$ cat config.mk
export PLATFORM = sky130hd
export DESIGN_NAME = uart_top
export DESIGN_NICKNAME = d
export VERILOG_FILES = /design/src/rtl/uart_cfg_pkg.sv /design/src/rtl/uart_bus_pkg.sv /design/src/rtl/tx_fifo.sv /design/src/rtl/uart_tx.sv /design/src/rtl/uart_rx.sv /design/src/rtl/uart_wb_regs.sv /design/src/rtl/uart_top.sv
export SDC_FILE = /design/constraint.sdc
export NUM_CORES = 1
export LEC_CHECK = 0
export BUFFER_PORTS_ARGS = -buffer_cell sky130_fd_sc_hd__buf_2
export CAP_MARGIN = 20
export CORE_MARGIN = 3
export CORE_UTILIZATION = 27
export CTS_CLUSTER_DIAMETER = 150
export DETAILED_ROUTE_END_ITERATION = 6
export PLACE_DENSITY = 0.38
export SLEW_MARGIN = 20
export SYNTH_ARGS = -nofsm -noshare
export SYNTH_HDL_FRONTEND = slang
export SYNTH_SLANG_ARGS = --single-unit
$ cat constraint.sdc
create_clock -name clk -period 4 [get_ports clk]
set_input_delay 0.2 -clock clk [delete_from_list [all_inputs] [get_ports clk]]
set_output_delay 0.2 -clock clk [all_outputs]
set_load 0.005 [all_outputs]
$ cat src/rtl/uart_cfg_pkg.sv
package uart_cfg_pkg;

   // serial line format, 8N1 at 115200 baud from 50 MHz
   localparam int unsigned bit_period  = 434;
   localparam int unsigned half_period = 217; // start edge to mid start bit

   localparam int unsigned fifo_depth  = 64;

   typedef logic [7:0] byte_t;
   typedef logic [5:0] fifo_ptr_t;  // wraps at fifo_depth
   typedef logic [8:0] baud_cnt_t;
   typedef logic [3:0] bit_idx_t;

   typedef enum logic [1:0] {
      tx_idle,
      tx_start,
      tx_data,
      tx_stop
   } tx_state_t;

   typedef enum logic [1:0] {
      rx_idle,
      rx_start,
      rx_data,
      rx_stop
   } rx_state_t;

   // one received frame as handed to the register block
   typedef struct packed {
      logic  valid;     // single-cycle strobe
      byte_t data;
      logic  frame_err; // stop bit read low
   } rx_byte_t;

endpackage

$ cat src/rtl/uart_bus_pkg.sv
package uart_bus_pkg;

   typedef logic [1:0] wb_addr_t; // word address

   typedef struct packed {
      logic                cyc;
      logic                stb;
      logic                we;
      wb_addr_t            adr;
      uart_cfg_pkg::byte_t dat;
   } wb_req_t;

   typedef struct packed {
      logic                ack;
      uart_cfg_pkg::byte_t dat;
   } wb_rsp_t;

   // register map
   localparam wb_addr_t addr_data   = 2'd0; // wr queues tx byte, rd pops rx byte
   localparam wb_addr_t addr_status = 2'd1; // read only
   localparam wb_addr_t addr_ctrl   = 2'd2; // bit 0 clears sticky errors

   // status byte layout
   localparam int unsigned st_rx_valid   = 0;
   localparam int unsigned st_tx_empty   = 1;
   localparam int unsigned st_tx_full    = 2;
   localparam int unsigned st_of_err     = 3;
   localparam int unsigned st_rx_overrun = 4;
   localparam int unsigned st_frame_err  = 5;

endpackage

$ cat src/rtl/tx_fifo.sv
module tx_fifo (
   input  logic                clk,
   input  logic                rst,
   input  logic                push,
   input  uart_cfg_pkg::byte_t push_data,
   input  logic                pop,
   output uart_cfg_pkg::byte_t head_data,
   output logic                empty,
   output logic                full,
   output logic                of_err,
   input  logic                clr_err
);

   uart_cfg_pkg::byte_t     mem [uart_cfg_pkg::fifo_depth];
   uart_cfg_pkg::fifo_ptr_t head;
   uart_cfg_pkg::fifo_ptr_t tail;
   uart_cfg_pkg::fifo_ptr_t tail_nxt;
   logic                    wr_en;

   assign tail_nxt  = tail + 1'b1;
   assign empty     = (head == tail);
   assign full      = (tail_nxt == head); // one slot always left unused
   assign wr_en     = push & (~full | pop);
   assign head_data = mem[head];

   always_ff @(posedge clk) begin
      if (wr_en) begin
         mem[tail] <= push_data;
      end
   end

   always_ff @(posedge clk or posedge rst) begin
      if (rst) begin
         head <= '0;
         tail <= '0;
      end else begin
         if (pop) begin
            head <= head + 1'b1;
         end
         if (wr_en) begin
            tail <= tail_nxt;
         end
      end
   end

   // sticky until software clears it
   always_ff @(posedge clk or posedge rst) begin
      if (rst) begin
         of_err <= 1'b0;
      end else if (push && full && !pop) begin
         of_err <= 1'b1;
      end else if (clr_err) begin
         of_err <= 1'b0;
      end
   end

   // the transmitter must only pop when a byte is waiting
   a_no_pop_empty : assert property (@(posedge clk) disable iff (rst) pop |-> !empty);

endmodule

$ cat src/rtl/uart_tx.sv
module uart_tx (
   input  logic                clk,
   input  logic                rst,
   input  uart_cfg_pkg::byte_t head_data,
   input  logic                empty,
   output logic                pop,
   output logic                txd
);

   uart_cfg_pkg::baud_cnt_t baud_cnt;
   uart_cfg_pkg::tx_state_t state;
   uart_cfg_pkg::bit_idx_t  bit_idx;
   uart_cfg_pkg::byte_t     shreg;
   logic                    tick;
   logic                    can_start;

   // free-running bit clock, never restarted
   always_ff @(posedge clk or posedge rst) begin
      if (rst) begin
         baud_cnt <= '0;
      end else if (tick) begin
         baud_cnt <= '0;
      end else begin
         baud_cnt <= baud_cnt + 1'b1;
      end
   end

   assign tick = (baud_cnt == uart_cfg_pkg::baud_cnt_t'(uart_cfg_pkg::bit_period - 1));

   // a new frame may follow the stop bit directly
   assign can_start = (state == uart_cfg_pkg::tx_idle) || (state == uart_cfg_pkg::tx_stop);
   assign pop       = tick & can_start & ~empty;

   always_ff @(posedge clk or posedge rst) begin
      if (rst) begin
         state   <= uart_cfg_pkg::tx_idle;
         txd     <= 1'b1;
         bit_idx <= '0;
      end else if (tick) begin
         case (state)
            uart_cfg_pkg::tx_idle,
            uart_cfg_pkg::tx_stop: begin
               if (pop) begin
                  state <= uart_cfg_pkg::tx_start;
                  txd   <= 1'b0; // start bit
               end else begin
                  state <= uart_cfg_pkg::tx_idle;
                  txd   <= 1'b1;
               end
            end
            uart_cfg_pkg::tx_start: begin
               state   <= uart_cfg_pkg::tx_data;
               txd     <= shreg[0];
               bit_idx <= '0;
            end
            uart_cfg_pkg::tx_data: begin
               if (bit_idx == uart_cfg_pkg::bit_idx_t'(7)) begin
                  state <= uart_cfg_pkg::tx_stop;
                  txd   <= 1'b1; // stop bit
               end else begin
                  txd     <= shreg[0];
                  bit_idx <= bit_idx + 1'b1;
               end
            end
            default: begin
               state <= uart_cfg_pkg::tx_idle;
               txd   <= 1'b1;
            end
         endcase
      end
   end

   // lsb first
   always_ff @(posedge clk) begin
      if (pop) begin
         shreg <= head_data;
      end else if (tick && (state == uart_cfg_pkg::tx_start ||
                            state == uart_cfg_pkg::tx_data)) begin
         shreg <= shreg >> 1;
      end
   end

   a_idle_high : assert property (@(posedge clk) disable iff (rst)
      state == uart_cfg_pkg::tx_idle |-> txd);

   // a pop on a tick opens a start bit that spans a whole bit period
   a_pop_on_tick : assert property (@(posedge clk) disable iff (rst)
      pop |=> !txd ##(uart_cfg_pkg::bit_period - 1) !txd);

endmodule

$ cat src/rtl/uart_rx.sv
module uart_rx (
   input  logic                   clk,
   input  logic                   rst,
   input  logic                   rxd,
   output uart_cfg_pkg::rx_byte_t rx_out
);

   logic                    rxd_s1;
   logic                    rxd_s2;
   logic                    rxd_q;
   logic                    fall;
   logic                    half_done;
   logic                    bit_done;
   uart_cfg_pkg::rx_state_t state;
   uart_cfg_pkg::baud_cnt_t cnt;
   uart_cfg_pkg::bit_idx_t  bit_idx;
   uart_cfg_pkg::byte_t     shreg;
   uart_cfg_pkg::byte_t     data_q;
   logic                    ferr_q;
   logic                    valid_q;

   // two-flop synchronizer plus edge history, line idles high
   always_ff @(posedge clk or posedge rst) begin
      if (rst) begin
         rxd_s1 <= 1'b1;
         rxd_s2 <= 1'b1;
         rxd_q  <= 1'b1;
      end else begin
         rxd_s1 <= rxd;
         rxd_s2 <= rxd_s1;
         rxd_q  <= rxd_s2;
      end
   end

   assign fall      = rxd_q & ~rxd_s2;
   assign half_done = (cnt == uart_cfg_pkg::baud_cnt_t'(uart_cfg_pkg::half_period - 1));
   assign bit_done  = (cnt == uart_cfg_pkg::baud_cnt_t'(uart_cfg_pkg::bit_period - 1));

   always_ff @(posedge clk or posedge rst) begin
      if (rst) begin
         state   <= uart_cfg_pkg::rx_idle;
         cnt     <= '0;
         bit_idx <= '0;
         valid_q <= 1'b0;
      end else begin
         valid_q <= 1'b0;
         case (state)
            uart_cfg_pkg::rx_idle: begin
               if (fall) begin
                  state <= uart_cfg_pkg::rx_start;
                  cnt   <= '0;
               end
            end
            uart_cfg_pkg::rx_start: begin
               if (half_done) begin
                  cnt     <= '0;
                  bit_idx <= '0;
                  // glitch, not a real start bit
                  state   <= rxd_s2 ? uart_cfg_pkg::rx_idle : uart_cfg_pkg::rx_data;
               end else begin
                  cnt <= cnt + 1'b1;
               end
            end
            uart_cfg_pkg::rx_data: begin
               if (bit_done) begin
                  cnt <= '0;
                  if (bit_idx == uart_cfg_pkg::bit_idx_t'(7)) begin
                     state <= uart_cfg_pkg::rx_stop;
                  end else begin
                     bit_idx <= bit_idx + 1'b1;
                  end
               end else begin
                  cnt <= cnt + 1'b1;
               end
            end
            default: begin // stop bit
               if (bit_done) begin
                  valid_q <= 1'b1;
                  state   <= uart_cfg_pkg::rx_idle;
               end else begin
                  cnt <= cnt + 1'b1;
               end
            end
         endcase
      end
   end

   always_ff @(posedge clk) begin
      if (state == uart_cfg_pkg::rx_data && bit_done) begin
         shreg <= {rxd_s2, shreg[7:1]}; // lsb arrives first
      end
      if (state == uart_cfg_pkg::rx_stop && bit_done) begin
         data_q <= shreg;
         ferr_q <= ~rxd_s2;
      end
   end

   assign rx_out = '{valid: valid_q, data: data_q, frame_err: ferr_q};

   a_valid_pulse : assert property (@(posedge clk) disable iff (rst)
      rx_out.valid |=> !rx_out.valid);

endmodule

$ cat src/rtl/uart_wb_regs.sv
module uart_wb_regs (
   input  logic                   clk,
   input  logic                   rst,
   input  uart_bus_pkg::wb_req_t  wb_i,
   output uart_bus_pkg::wb_rsp_t  wb_o,
   output logic                   push,
   output uart_cfg_pkg::byte_t    push_data,
   input  logic                   tx_empty,
   input  logic                   tx_full,
   input  logic                   of_err,
   input  uart_cfg_pkg::rx_byte_t rx_in,
   output logic                   clr_err
);

   logic                req;
   logic                req_seen;
   logic                ack_q;
   logic                wr;
   logic                rd;
   logic                rd_data;
   logic                hold_valid;
   logic                rx_overrun;
   logic                frame_err;
   uart_cfg_pkg::byte_t hold_data;
   uart_cfg_pkg::byte_t status;
   uart_cfg_pkg::byte_t rd_mux;
   uart_cfg_pkg::byte_t dat_q;

   assign req = wb_i.cyc & wb_i.stb;
   assign wr  = req & ~req_seen & wb_i.we;  // lands on the ack edge
   assign rd  = req & ~req_seen & ~wb_i.we;

   assign push      = wr & (wb_i.adr == uart_bus_pkg::addr_data);
   assign push_data = wb_i.dat;
   assign clr_err   = wr & (wb_i.adr == uart_bus_pkg::addr_ctrl) & wb_i.dat[0];
   assign rd_data   = rd & (wb_i.adr == uart_bus_pkg::addr_data);

   // one ack per strobe, rearmed once stb drops
   always_ff @(posedge clk or posedge rst) begin
      if (rst) begin
         req_seen <= 1'b0;
         ack_q    <= 1'b0;
      end else begin
         req_seen <= wb_i.stb & (req_seen | wb_i.cyc);
         ack_q    <= req & ~req_seen;
      end
   end

   // rx holding register, a read in the same cycle makes room
   always_ff @(posedge clk or posedge rst) begin
      if (rst) begin
         hold_valid <= 1'b0;
         hold_data  <= '0;
      end else if (rx_in.valid && (!hold_valid || rd_data)) begin
         hold_valid <= 1'b1;
         hold_data  <= rx_in.data;
      end else if (rd_data) begin
         hold_valid <= 1'b0;
      end
   end

   always_ff @(posedge clk or posedge rst) begin
      if (rst) begin
         rx_overrun <= 1'b0;
         frame_err  <= 1'b0;
      end else begin
         if (rx_in.valid && hold_valid && !rd_data) begin
            rx_overrun <= 1'b1; // new byte dropped
         end else if (clr_err) begin
            rx_overrun <= 1'b0;
         end
         if (rx_in.valid && rx_in.frame_err) begin
            frame_err <= 1'b1;
         end else if (clr_err) begin
            frame_err <= 1'b0;
         end
      end
   end

   always_comb begin
      status = '0;
      status[uart_bus_pkg::st_rx_valid]   = hold_valid;
      status[uart_bus_pkg::st_tx_empty]   = tx_empty;
      status[uart_bus_pkg::st_tx_full]    = tx_full;
      status[uart_bus_pkg::st_of_err]     = of_err;
      status[uart_bus_pkg::st_rx_overrun] = rx_overrun;
      status[uart_bus_pkg::st_frame_err]  = frame_err;
   end

   always_comb begin
      case (wb_i.adr)
         uart_bus_pkg::addr_data:   rd_mux = hold_data;
         uart_bus_pkg::addr_status: rd_mux = status;
         default:                   rd_mux = '0; // ctrl is write only
      endcase
   end

   always_ff @(posedge clk) begin
      if (rd) begin
         dat_q <= rd_mux;
      end
   end

   assign wb_o = '{ack: ack_q, dat: dat_q};

   a_ack_single : assert property (@(posedge clk) disable iff (rst)
      wb_o.ack |=> !wb_o.ack);

endmodule

$ cat src/rtl/uart_top.sv
module uart_top (
   input  logic                  clk,
   input  logic                  rst,
   input  uart_bus_pkg::wb_req_t wb_i,
   output uart_bus_pkg::wb_rsp_t wb_o,
   output logic                  txd,
   input  logic                  rxd
);

   logic                   push;
   logic                   pop;
   logic                   tx_empty;
   logic                   tx_full;
   logic                   of_err;
   logic                   clr_err;
   uart_cfg_pkg::byte_t    push_data;
   uart_cfg_pkg::byte_t    head_data;
   uart_cfg_pkg::rx_byte_t rx_byte;

   uart_wb_regs u_regs (
      .clk       (clk),
      .rst       (rst),
      .wb_i      (wb_i),
      .wb_o      (wb_o),
      .push      (push),
      .push_data (push_data),
      .tx_empty  (tx_empty),
      .tx_full   (tx_full),
      .of_err    (of_err),
      .rx_in     (rx_byte),
      .clr_err   (clr_err)
   );

   tx_fifo u_fifo (
      .clk       (clk),
      .rst       (rst),
      .push      (push),
      .push_data (push_data),
      .pop       (pop),
      .head_data (head_data),
      .empty     (tx_empty),
      .full      (tx_full),
      .of_err    (of_err),
      .clr_err   (clr_err)
   );

   uart_tx u_tx (
      .clk       (clk),
      .rst       (rst),
      .head_data (head_data),
      .empty     (tx_empty),
      .pop       (pop),
      .txd       (txd)
   );

   uart_rx u_rx (
      .clk    (clk),
      .rst    (rst),
      .rxd    (rxd),
      .rx_out (rx_byte)
   );

endmodule

Yosys cells after proc, flatten, opt, wreduce, memory -nomap -nowiden --
Memory sizes are Yosys's and may differ from the RTL's. Index checks and enable logic that the tools add are counted.
Word-level totals: bits in registers 94, bits in latches 0, memory bits (writable) 512, ROM bits 0, output and inout bits 10, word-level logic and storage cells 146, memories 1
Operators by class: add/sub/neg operators 6, multipliers 0, div/mod/pow operators 0, order comparisons 0, equality and inequality tests 23, shift-type cells 0, mux-type cells 38, bitwise operators 20, reduce and logical (&&, ||, !) cells 33
Memory list:
- u_fifo.mem | depth 64, width 8, rd ports 1, clocked after Yosys merged registers in 0, write ports 1, line tx_fifo.sv:14 | uart_cfg_pkg::byte_t mem [uart_cfg_pkg::fifo_depth];
Operators with widths (count):
- 9-bit 2-to-1 mux | 5
- 9-bit one-hot mux with 3 select lines | 1
- 9-bit by 1-bit adder with 9-bit output, second input constant | 2
- 9-bit equality test, second input constant | 2
- 4-bit 2-to-1 mux | 4
- 8-bit 2-to-1 mux | 2
- 4-bit one-hot mux with 2 select lines | 2
- 8-bit one-hot mux with 2 select lines | 1
- 2-bit 2-to-1 mux | 7
- 2-bit nonzero test | 7
- 1-bit AND | 13
- 1-bit 2-to-1 mux | 13
- 6-bit by 1-bit adder with 6-bit output, second input constant | 2
- 6-bit equality test | 2
- 2-bit one-hot mux with 3 select lines | 2
- 2-bit equality test, second input constant | 5
- 2-bit by 1-bit != test with 1-bit output, second input constant | 5
- 9-bit by 8-bit equality test with 1-bit output, second input constant | 1
- 1-bit logical AND | 9
- 4-bit by 1-bit adder with 4-bit output, second input constant | 2
- 4-bit by 3-bit equality test with 1-bit output, second input constant | 2
- 2-bit by 1-bit equality test with 1-bit output, second input constant | 3
- 2-bit logical NOT | 3
- 1-bit NOT | 5
- other kinds (13) | 20

Logic depth before layout (Yosys ltp) --
Gate-level depths: netlist of run 1.
depth in word-level cells 8, mapped depth 11, mapped depth without buffers 8

Cells and area by module --
From an unflattened synthesis of run 1, not the netlist that was laid out.
Unflattened totals: cell total of the unflattened synthesis 1349, area total of the unflattened synthesis 24831.3 um^2
By module, submodules not included:
- tx_fifo | times used 1, cells an instance 1004, area an instance 20799.9 um^2
- uart_rx | times used 1, cells an instance 139, area an instance 1671.6 um^2
- uart_tx | times used 1, cells an instance 106, area an instance 1231.2 um^2
- uart_wb_regs | times used 1, cells an instance 100, area an instance 1128.6 um^2

Least setup slack after synthesis of run 1 --
OpenSTA, ideal clock, no wires.
kind register -> register, from register u_tx.baud_cnt[2], to memory u_fifo.mem[26][0] (netlist name), enable pin, library setup time 0.395 ns, data arrival time 2.803 ns, data required time 3.605 ns, slack 0.802 ns, stages on the path, launching flop included 9, buffers on the path 3, period minus slack after synthesis 3.198 ns, cells stage by stage dfrtp_1 > or4b_1 > nor3_2 > o211a_1 > buf_4 > o41ai_2 > buf_2 > buf_2 > nor4_1
On the way: cells in the longest elaborated chain, start to end 7
RTL lines:
- start: declaration | line uart_tx.sv:10 | uart_cfg_pkg::baud_cnt_t baud_cnt;
- start signal: assignment | line uart_tx.sv:24 | baud_cnt <= baud_cnt + 1'b1;
- 9-bit equality test | line uart_tx.sv:28 | assign tick = (baud_cnt == uart_cfg_pkg::baud_cnt_t'(uart_cfg_pkg::bit_period - 1));
- 1-bit AND (2 in a row) | line uart_tx.sv:32 | assign pop = tick & can_start & ~empty;
- 1-bit bitwise OR | line tx_fifo.sv:23 | assign wr_en = push & (~full | pop);
- 1-bit AND | line tx_fifo.sv:23
- 1-bit 2-to-1 mux | line tx_fifo.sv:27 | if (wr_en) begin
- 1-bit 2-to-1 mux (implied by the code) | line tx_fifo.sv:28 | mem[tail] <= push_data;
- end: declaration | line tx_fifo.sv:14
Every way passes these cells.

Worst setup path in the final report of run 1 --
from register u_fifo.tail[0], to memory u_fifo.mem[9][3] (netlist name), enable pin
On the way: cells in the longest elaborated chain, start to end 7
RTL lines:
- start: declaration | line tx_fifo.sv:16 | uart_cfg_pkg::fifo_ptr_t tail;
- start signal: assignment | line tx_fifo.sv:41 | tail <= tail_nxt;
- 6-bit by 1-bit adder with 6-bit output / 6-bit equality test (equally long branches) | line tx_fifo.sv:20, tx_fifo.sv:21
- 6-bit equality test / 1-bit NOT (equally long branches) | line tx_fifo.sv:22, uart_tx.sv:32
- 1-bit NOT / 1-bit AND (equally long branches) | line tx_fifo.sv:23, uart_tx.sv:32
- 1-bit bitwise OR | line tx_fifo.sv:23
- 1-bit AND | line tx_fifo.sv:23
- 1-bit 2-to-1 mux | line tx_fifo.sv:27
- 1-bit 2-to-1 mux (implied by the code) | line tx_fifo.sv:28
Parallel ways exist; a longest one is shown, timed or not.

==> results.cfg, run 1 <==
[worst_setup_path]
crit_path_end_kind = register
cp.buffers_inverters = 1
worst_ep_arrival_time_ns = 3.67
path_cells = ha_1 -> nand2b_1 -> a21o_1 -> a31oi_1 -> o41ai_4 -> or4b_1 -> nor2_1 -> buf_4
cp_top_family = simple AND/OR/NAND/NOR gates
required_ns = 4.30
critical-path-max-stage-delay_ns = 0.86
crit_type = reg2reg
slowest_stage = or4b_1
crit_path_max_fanout = 12
worstSetupStartpointType = register

[yosys]
postSynth.asyncResetShare = 0.101
ys_ff_latch = 606
avgSynthCellArea_sq_um = 18.1
synth_edf_count = 545
synth_nets = 1365
synth_flop_cell = edfxtp_1
synthesis.area_sq_mm = 0.0242
yosysWarnings = 0
ys_seq_area_frac = 0.740
ys_types = 63
syn_inst = 1338

[cts]
post-cts-setup-buffers = 0
h-tree-depth = 3
cts_tree = yes
numCtsBuffers = 69
post_cts_resized = 0
worstSkewPairLatency_ns = 0.61
cts.sinks = 606
clockRootBuffer = clkbuf_16
clkTransAtPathRegs_ns = 0.06
clockBufferDepth = 3

[power_and_ir_drop]
p_seq_frac = 0.516
switching_share = 0.214
irDropWorstVdd_mv = 0.287
clkPwrFrac = 0.451
power.internal_uw = 10700
p_leak_uw = 0.00897
combPwrFrac = 0.033
p_per_area_mw_per_mm2 = 476
p_sw_uw = 2920

[sta]
rsz0062_at_grt = no
maxClockFrequency_mhz = 298
finClkSkew_ns = 0.0229
worst_pin_slew_ns = 1.08
fin_crit_ns = 3.36
hold_slack_ns = 0.0774
finalWorstSetupSlack_ns = 0.640
slew_viol_final = 0
hold_viol = 0
setup_viol = 0
max_slew_margin = 0.278
timing.final.crit_share = 0.840
setup_tns_ns = 0

[placed_design]
place_ws_ns = 0.613
hpwlAfterDp_mm = 40.3
dp.cells = 2547
portBuffers = 25
routabilityCongestion = 0.733

[detailed_routing]
vias = 12500
wl_mm = 63.7
drt-initial-drc-count = 838
drcViolationCount = 0
firstDrtPassIters = 5
viasPerCell = 4.64
avgRoutedWirePerCell_um = 23.8
ant_nets = 0

[die]
die-area_sq_mm = 0.0932
dieWidth_um = 305
start_util = 0.273
rows = 109
io_pins = 26
core_sq_mm = 0.0886
die_y_um = 305

[finish]
nNetsFinal = 1489
multi_input_area_sq_mm = 0.00603
drive_above_1_share = 0.243
syn2layout_area_growth_pct = 18.4
final.fill_count = 8569
stdcell_count = 2681
seqCellArea_sq_mm = 0.0179
antennaDiodeCount = 0

[global_routing]
grt_pass1_vias = 13200
gr-total-overflow = 0
antenna_found_initial = 0
grt_usage = 0.137
grt_max_degree = 65
grt_pass1_wl_mm = 93.8

[min_path]
hp-class = in2reg

[outcome]
status = finished, final reports clean

[flow_run]
drv_cap = 0
synth_stat cells, types with 3 or more instances:
| library cell | count | area (sq um) |
|---|---|---|
| clkbuf_1 | 39 | 146 |
| nand3b_1 | 9 | 67.6 |
| nand4_1 | 8 | 50.1 |
| nor2_1 | 80 | 300 |
| dfrtp_1 | 57 | 1430 |
| nand3_1 | 22 | 110 |
| o221ai_1 | 13 | 114 |
| nor2b_1 | 12 | 75.1 |
| mux2_2 | 17 | 191 |
| nor4_1 | 16 | 100 |
| buf_4 | 7 | 52.6 |
| buf_2 | 30 | 150 |
| nand2_1 | 42 | 158 |
| o22ai_1 | 21 | 131 |
| a31oi_1 | 8 | 50.1 |
| or4b_1 | 3 | 30.0 |
| nand2b_1 | 6 | 37.5 |
| or3_1 | 12 | 75.1 |
| a22oi_1 | 12 | 90.1 |
| edfxtp_1 | 545 | 16400 |
| a211oi_1 | 20 | 150 |
| nor3_1 | 26 | 130 |
| buf_1 | 7 | 26.3 |
| xor2_1 | 12 | 105 |
| o211ai_1 | 4 | 30.0 |
| mux4_2 | 96 | 2160 |
| mux2i_1 | 80 | 801 |
| ha_1 | 11 | 138 |
| and3_1 | 5 | 31.3 |
| dfstp_2 | 4 | 105 |
| a21oi_1 | 20 | 100 |
| o21ai_0 | 8 | 40.0 |
| a2111oi_0 | 5 | 43.8 |
| xnor2_1 | 20 | 175 |
| inv_1 | 13 | 48.8 |
| a22o_1 | 6 | 52.6 |
| o21ai_1 | 7 | 35.0 |
path summary, 6_finish.rpt:
kind	to	slack, ns	cells past startpoint	start
max	u_fifo.mem[9][3]$_DFFE_PP_	0.64	8	u_fifo.tail[0]$_DFFE_PP0P_
min	u_fifo.mem[18][0]$_DFFE_PP_	0.08	1	wb_i[0]
max reg2reg	u_fifo.mem[9][3]$_DFFE_PP_	0.64	8	u_fifo.tail[0]$_DFFE_PP0P_
min reg2reg	u_rx.rxd_s2$_DFF_PP1_	0.36	0	u_rx.rxd_s1$_DFF_PP1_
max in group asynchronous	u_tx.txd$_DFFE_PP1N_	2.90	5	rst
min in group asynchronous	u_rx.bit_idx[0]$_DFFE_PP0P_	0.20	3	rst
what timing repair did:
item                                    CTS  global route
hold endpoints to repair                 65             0
hold buffers                              8             0
endpoints found under the setup margin    0             0
state kept, by name, summed over array words and instances (netlist names), 6 cells and up:
name	flops
u_regs.dat_q	8
u_fifo.mem	512
u_tx.shreg	8
u_tx.baud_cnt	9
u_rx.data_q	8
u_fifo.head	6
u_rx.cnt	9
u_rx.shreg	8
u_fifo.tail	6
u_regs.hold_data	8
layout by cell type (no fill, tap or decap), types with 17 or more instances in the layout:
cell / instances
buf_2: 24
a21oi_1: 20
mux2_2: 17
nand3_1: 22
xnor2_1: 20
clkbuf_1: 17
buf_4: 101
o22ai_1: 21
nor2_1: 80
nand2_1: 42
edfxtp_1: 545
dfrtp_1: 54
nor3_1: 24
a211oi_1: 20
mux4_2: 96
clkbuf_16: 72
mux2i_1: 80
area by class of cell:
class / instances / area share
flip-flops and latches: 606 / 0.625
multi-input cells: 635 / 0.210
clock buffers: 92 / 0.0665
well taps: 1165 / 0.0509
repair buffers: 136 / 0.0358
clock inverters: 33 / 0.00969
inverters: 14 / 0.00183
per-layer routing:
| layer | global-route usage | routed length [um] | up-vias |
|---|---|---|---|
| met5 | 0 | 0 | - |
| met4 | 0.0406 | 1270 | 0 |
| met3 | 0.0185 | 1780 | 77 |
| met2 | 0.224 | 30800 | 168 |
| met1 | 0.191 | 29900 | 6582 |
| li1 | - | - | 5623 |
per-stage QoR:
step	area [sq um]	utilization	total power, uW
after CTS	28600	0.323	13900
after global placement	26300	0.297	7620
after detailed placement	26300	0.297	7620
after global routing	28700	0.323	14200
after floorplan	24200	-	7360
final	28700	0.323	13600
power groups by stage:
| stage | logic (uW) | registers [uW] | clock network, uW |
|---|---|---|---|
| 6_report | 456 | 7030 | 6140 |
| 3_5_place_dp | 455 | 7160 | 0 |
| 3_3_place_gp | 455 | 7160 | 0 |
| 5_1_grt | 508 | 7040 | 6640 |
| 2_1_floorplan | 233 | 7130 | 0 |
| 4_1_cts | 464 | 7030 | 6360 |
worst reg2reg max path: stages (launching register included):
cell and delay, ns:
dfrtp_1 0.50, ha_1 0.30, nand2b_1 0.17, a21o_1 0.19, a31oi_1 0.31, o41ai_4 0.17, or4b_1 0.86, nor2_1 0.35
buf_4 0.22
logic make-up (layout without fill, tap and decap cells):
logic type                 count (synthesis)  count (layout)  share of synthesized area
adders and majority gates                 11              11                    0.00569
DFF                                      606             606                      0.740
xor gates and xnor gates                  32              32                     0.0116
muxes                                    195             195                      0.131
and+or+nand+nor                          258             258                     0.0539
AOI/OAI and AO/OA                        139             139                     0.0401
buffers and inverters                     97             275                     0.0177
Note: power is estimated with default switching activity, not from simulation.
==> run 2, diff against run 1 <==
Settings changed: ABC_AREA set to 1.
Clock period 4 ns to 3.2 ns, I/O delays scaled along.
==> run 2 against run 1 <==
Combinational power rose by 65%; cell count rose by 35%; non-clock buffer count fell by 23.
==> results.cfg, run 2 <==
[detailed_routing]
firstDrtPassIters = 7
avgRoutedWirePerCell_um = 20.8
wl_mm = 75.3
drt-initial-drc-count = 1285
viasPerCell = 4.59
vias = 16600
drcViolationCount = 0
ant_nets = 0

[power_and_ir_drop]
p_seq_frac = 0.509
p_sw_uw = 3830
p_leak_uw = 0.0107
p_per_area_mw_per_mm2 = 585
clkPwrFrac = 0.447
irDropWorstVdd_mv = 0.292
power.internal_uw = 13400
switching_share = 0.222
combPwrFrac = 0.044

[cts]
h-tree-depth = 3
clkTransAtPathRegs_ns = 0.06
worstSkewPairLatency_ns = 0.61
numCtsBuffers = 70
cts.sinks = 606
post-cts-setup-buffers = 0
cts_tree = yes
cts_hold_buf = 9
post_cts_resized = 0
clockBufferDepth = 3
clockRootBuffer = clkbuf_16

[yosys]
yosys-top-cells-area = edfxtp_1 (65%), nand2_1 (6.6%), nor2_1 (6.5%)
yosysTopAreaCell = edfxtp_1
synthMostInstantiatedCell = edfxtp_1
synth_flop_cell = edfxtp_1
postSynth.asyncResetShare = 0.101
synthesis.area_sq_mm = 0.0253
synth_nets = 2279
synth_edf_count = 545
ys_types = 42
ys_ff_latch = 606
yosysTopAreaCellShare = 0.647
syn_inst = 2252
yosysWarnings = 0
ys_seq_area_frac = 0.708
synthTopCellsByCount = edfxtp_1 (545), nand2_1 (443), nor2_1 (437)
avgSynthCellArea_sq_um = 11.2

[worst_setup_path]
crit_type = reg2reg
required_ns = 3.43
worstSetupStartpointType = register
crit_path_max_fanout = 8
crit_path_end_kind = register
worst_ep_arrival_time_ns = 3.07

[global_routing]
grt_max_degree = 179
grt_usage = 0.153
antenna_found_initial = 3
grt_pass1_vias = 17000
grt_pass1_wl_mm = 112
gr-total-overflow = 0

[sta]
hold_slack_ns = 0.121
fin_crit_ns = 2.83
slew_viol_final = 0
hold_viol = 0
timing.final.crit_share = 0.885
worst_pin_slew_ns = 1.05
maxClockFrequency_mhz = 353
rsz0062_at_grt = no
setup_tns_ns = 0
max_slew_margin = 0.297
finalWorstSetupSlack_ns = 0.367
setup_viol = 0
finClkSkew_ns = 0.0254

[finish]
syn2layout_area_growth_pct = 16.2
layout_common_cells = edfxtp_1 (545), nand2_1 (443), nor2_1 (436)
final_common_cell = edfxtp_1
seqCellArea_sq_mm = 0.0179
top_regs = u_fifo.mem x512, u_rx.cnt x9, u_tx.baud_cnt x9
drive_above_1_share = 0.103
nNetsFinal = 2350
regMostFlops = u_fifo.mem
largest_reg_flops = 512
final.fill_count = 9456
multi_input_area_sq_mm = 0.00649

[die]
rows = 111
die_y_um = 312
io_pins = 26
start_util = 0.274
die-area_sq_mm = 0.0974
core_sq_mm = 0.0922
dieWidth_um = 312

[placed_design]
place_ws_ns = 0.351
portBuffers = 25
hpwlAfterDp_mm = 45.9
routabilityCongestion = 0.837

[outcome]
status = finished, final reports clean

[min_path]
hp-class = in2reg

[flow_run]
drv_cap = 0
[run 2: cell count changes after synthesis, moves of 24 or more]
cell / change
buf_2: +24
a21oi_1: +33
nor2_1: +357
o21ai_0: +172
nand2_1: +401
mux2i_1: -80
mux4_2: -96
inv_1: +54
nand3_1: +210
[run 2: power groups by stage]
stage	Combinational (uW)	Sequential (uW)	Clock, uW
finish	751	8760	7690
global route	861	8770	8270
floorplan	437	8900	0
global placement	760	8920	0
CTS	769	8760	7960
detailed placement	759	8920	0
[run 2: worst max-delay path, stage by stage, from the launching register on]
cell	delay (ns)
dfrtp_1	0.49
ha_1	0.22
nand2_1	0.13
nor2_4	0.13
nand3_1	0.09
nand3_1	0.10
nor2_2	0.07
nand3_4	0.10
nand2_8	0.10
nor2_8	0.16
nand2_4	0.19
nor2_1	0.67
[run 2: cells by family after synthesis]
family	synth area share
AND/OR/NAND/NOR	0.190
flip-flops	0.708
AO/OA/AOI/OAI	0.0569
buffers and inverters	0.0358
adder cells (fa/ha/maj)	0.00544
XOR/XNOR	0.00346
multiplexers	0.000445
[run 2: routing by layer]
metal / vias to the layer above / track usage / wire, um
met1: 8290 / 0.210 / 35000
li1: 7905 / - / -
met4: 2 / 0.0423 / 1490
met2: 356 / 0.249 / 35300
met5: - / 0 / 13
met3: 88 / 0.0278 / 3530
[run 2: final timing paths]
kind                                             from  cells after the start  slack, ns                          end
setup / recovery           u_fifo.tail[0]$_DFFE_PP0P_                     11       0.37  u_fifo.mem[45][7]$_DFFE_PP_
hold / removal                                wb_i[2]                      2       0.12  u_fifo.mem[17][2]$_DFFE_PP_
setup reg to reg           u_fifo.tail[0]$_DFFE_PP0P_                     11       0.37  u_fifo.mem[45][7]$_DFFE_PP_
hold reg to reg                 u_rx.rxd_s1$_DFF_PP1_                      0       0.36        u_rx.rxd_s2$_DFF_PP1_
max in group asynchronous                         rst                      4       1.97        u_rx.rxd_s1$_DFF_PP1_
min in group asynchronous                         rst                      3       0.28  u_tx.bit_idx[2]$_DFFE_PP0P_
[run 2: layout make-up]
class                   count  area share
flip-flops and latches    606       0.609
multi-input cells        1452       0.221
clock buffers              85      0.0637
well taps                1243      0.0529
repair buffers            113      0.0318
clock inverters            42      0.0108
inverters                  80      0.0106
diodes                      1   0.0000852
[run 2: per-stage QoR]
stage / std cells / total power, uW / util / cell area [sq um]
5_1_grt: 3621 / 17900 / 0.319 / 29400
3_5_place_dp: 3485 / 9680 / 0.294 / 27100
4_1_cts: 3621 / 17500 / 0.319 / 29400
3_3_place_gp: 3485 / 9680 / 0.294 / 27100
2_1_floorplan: 2252 / 9330 / - / 25300
6_report: 3622 / 17200 / 0.319 / 29400
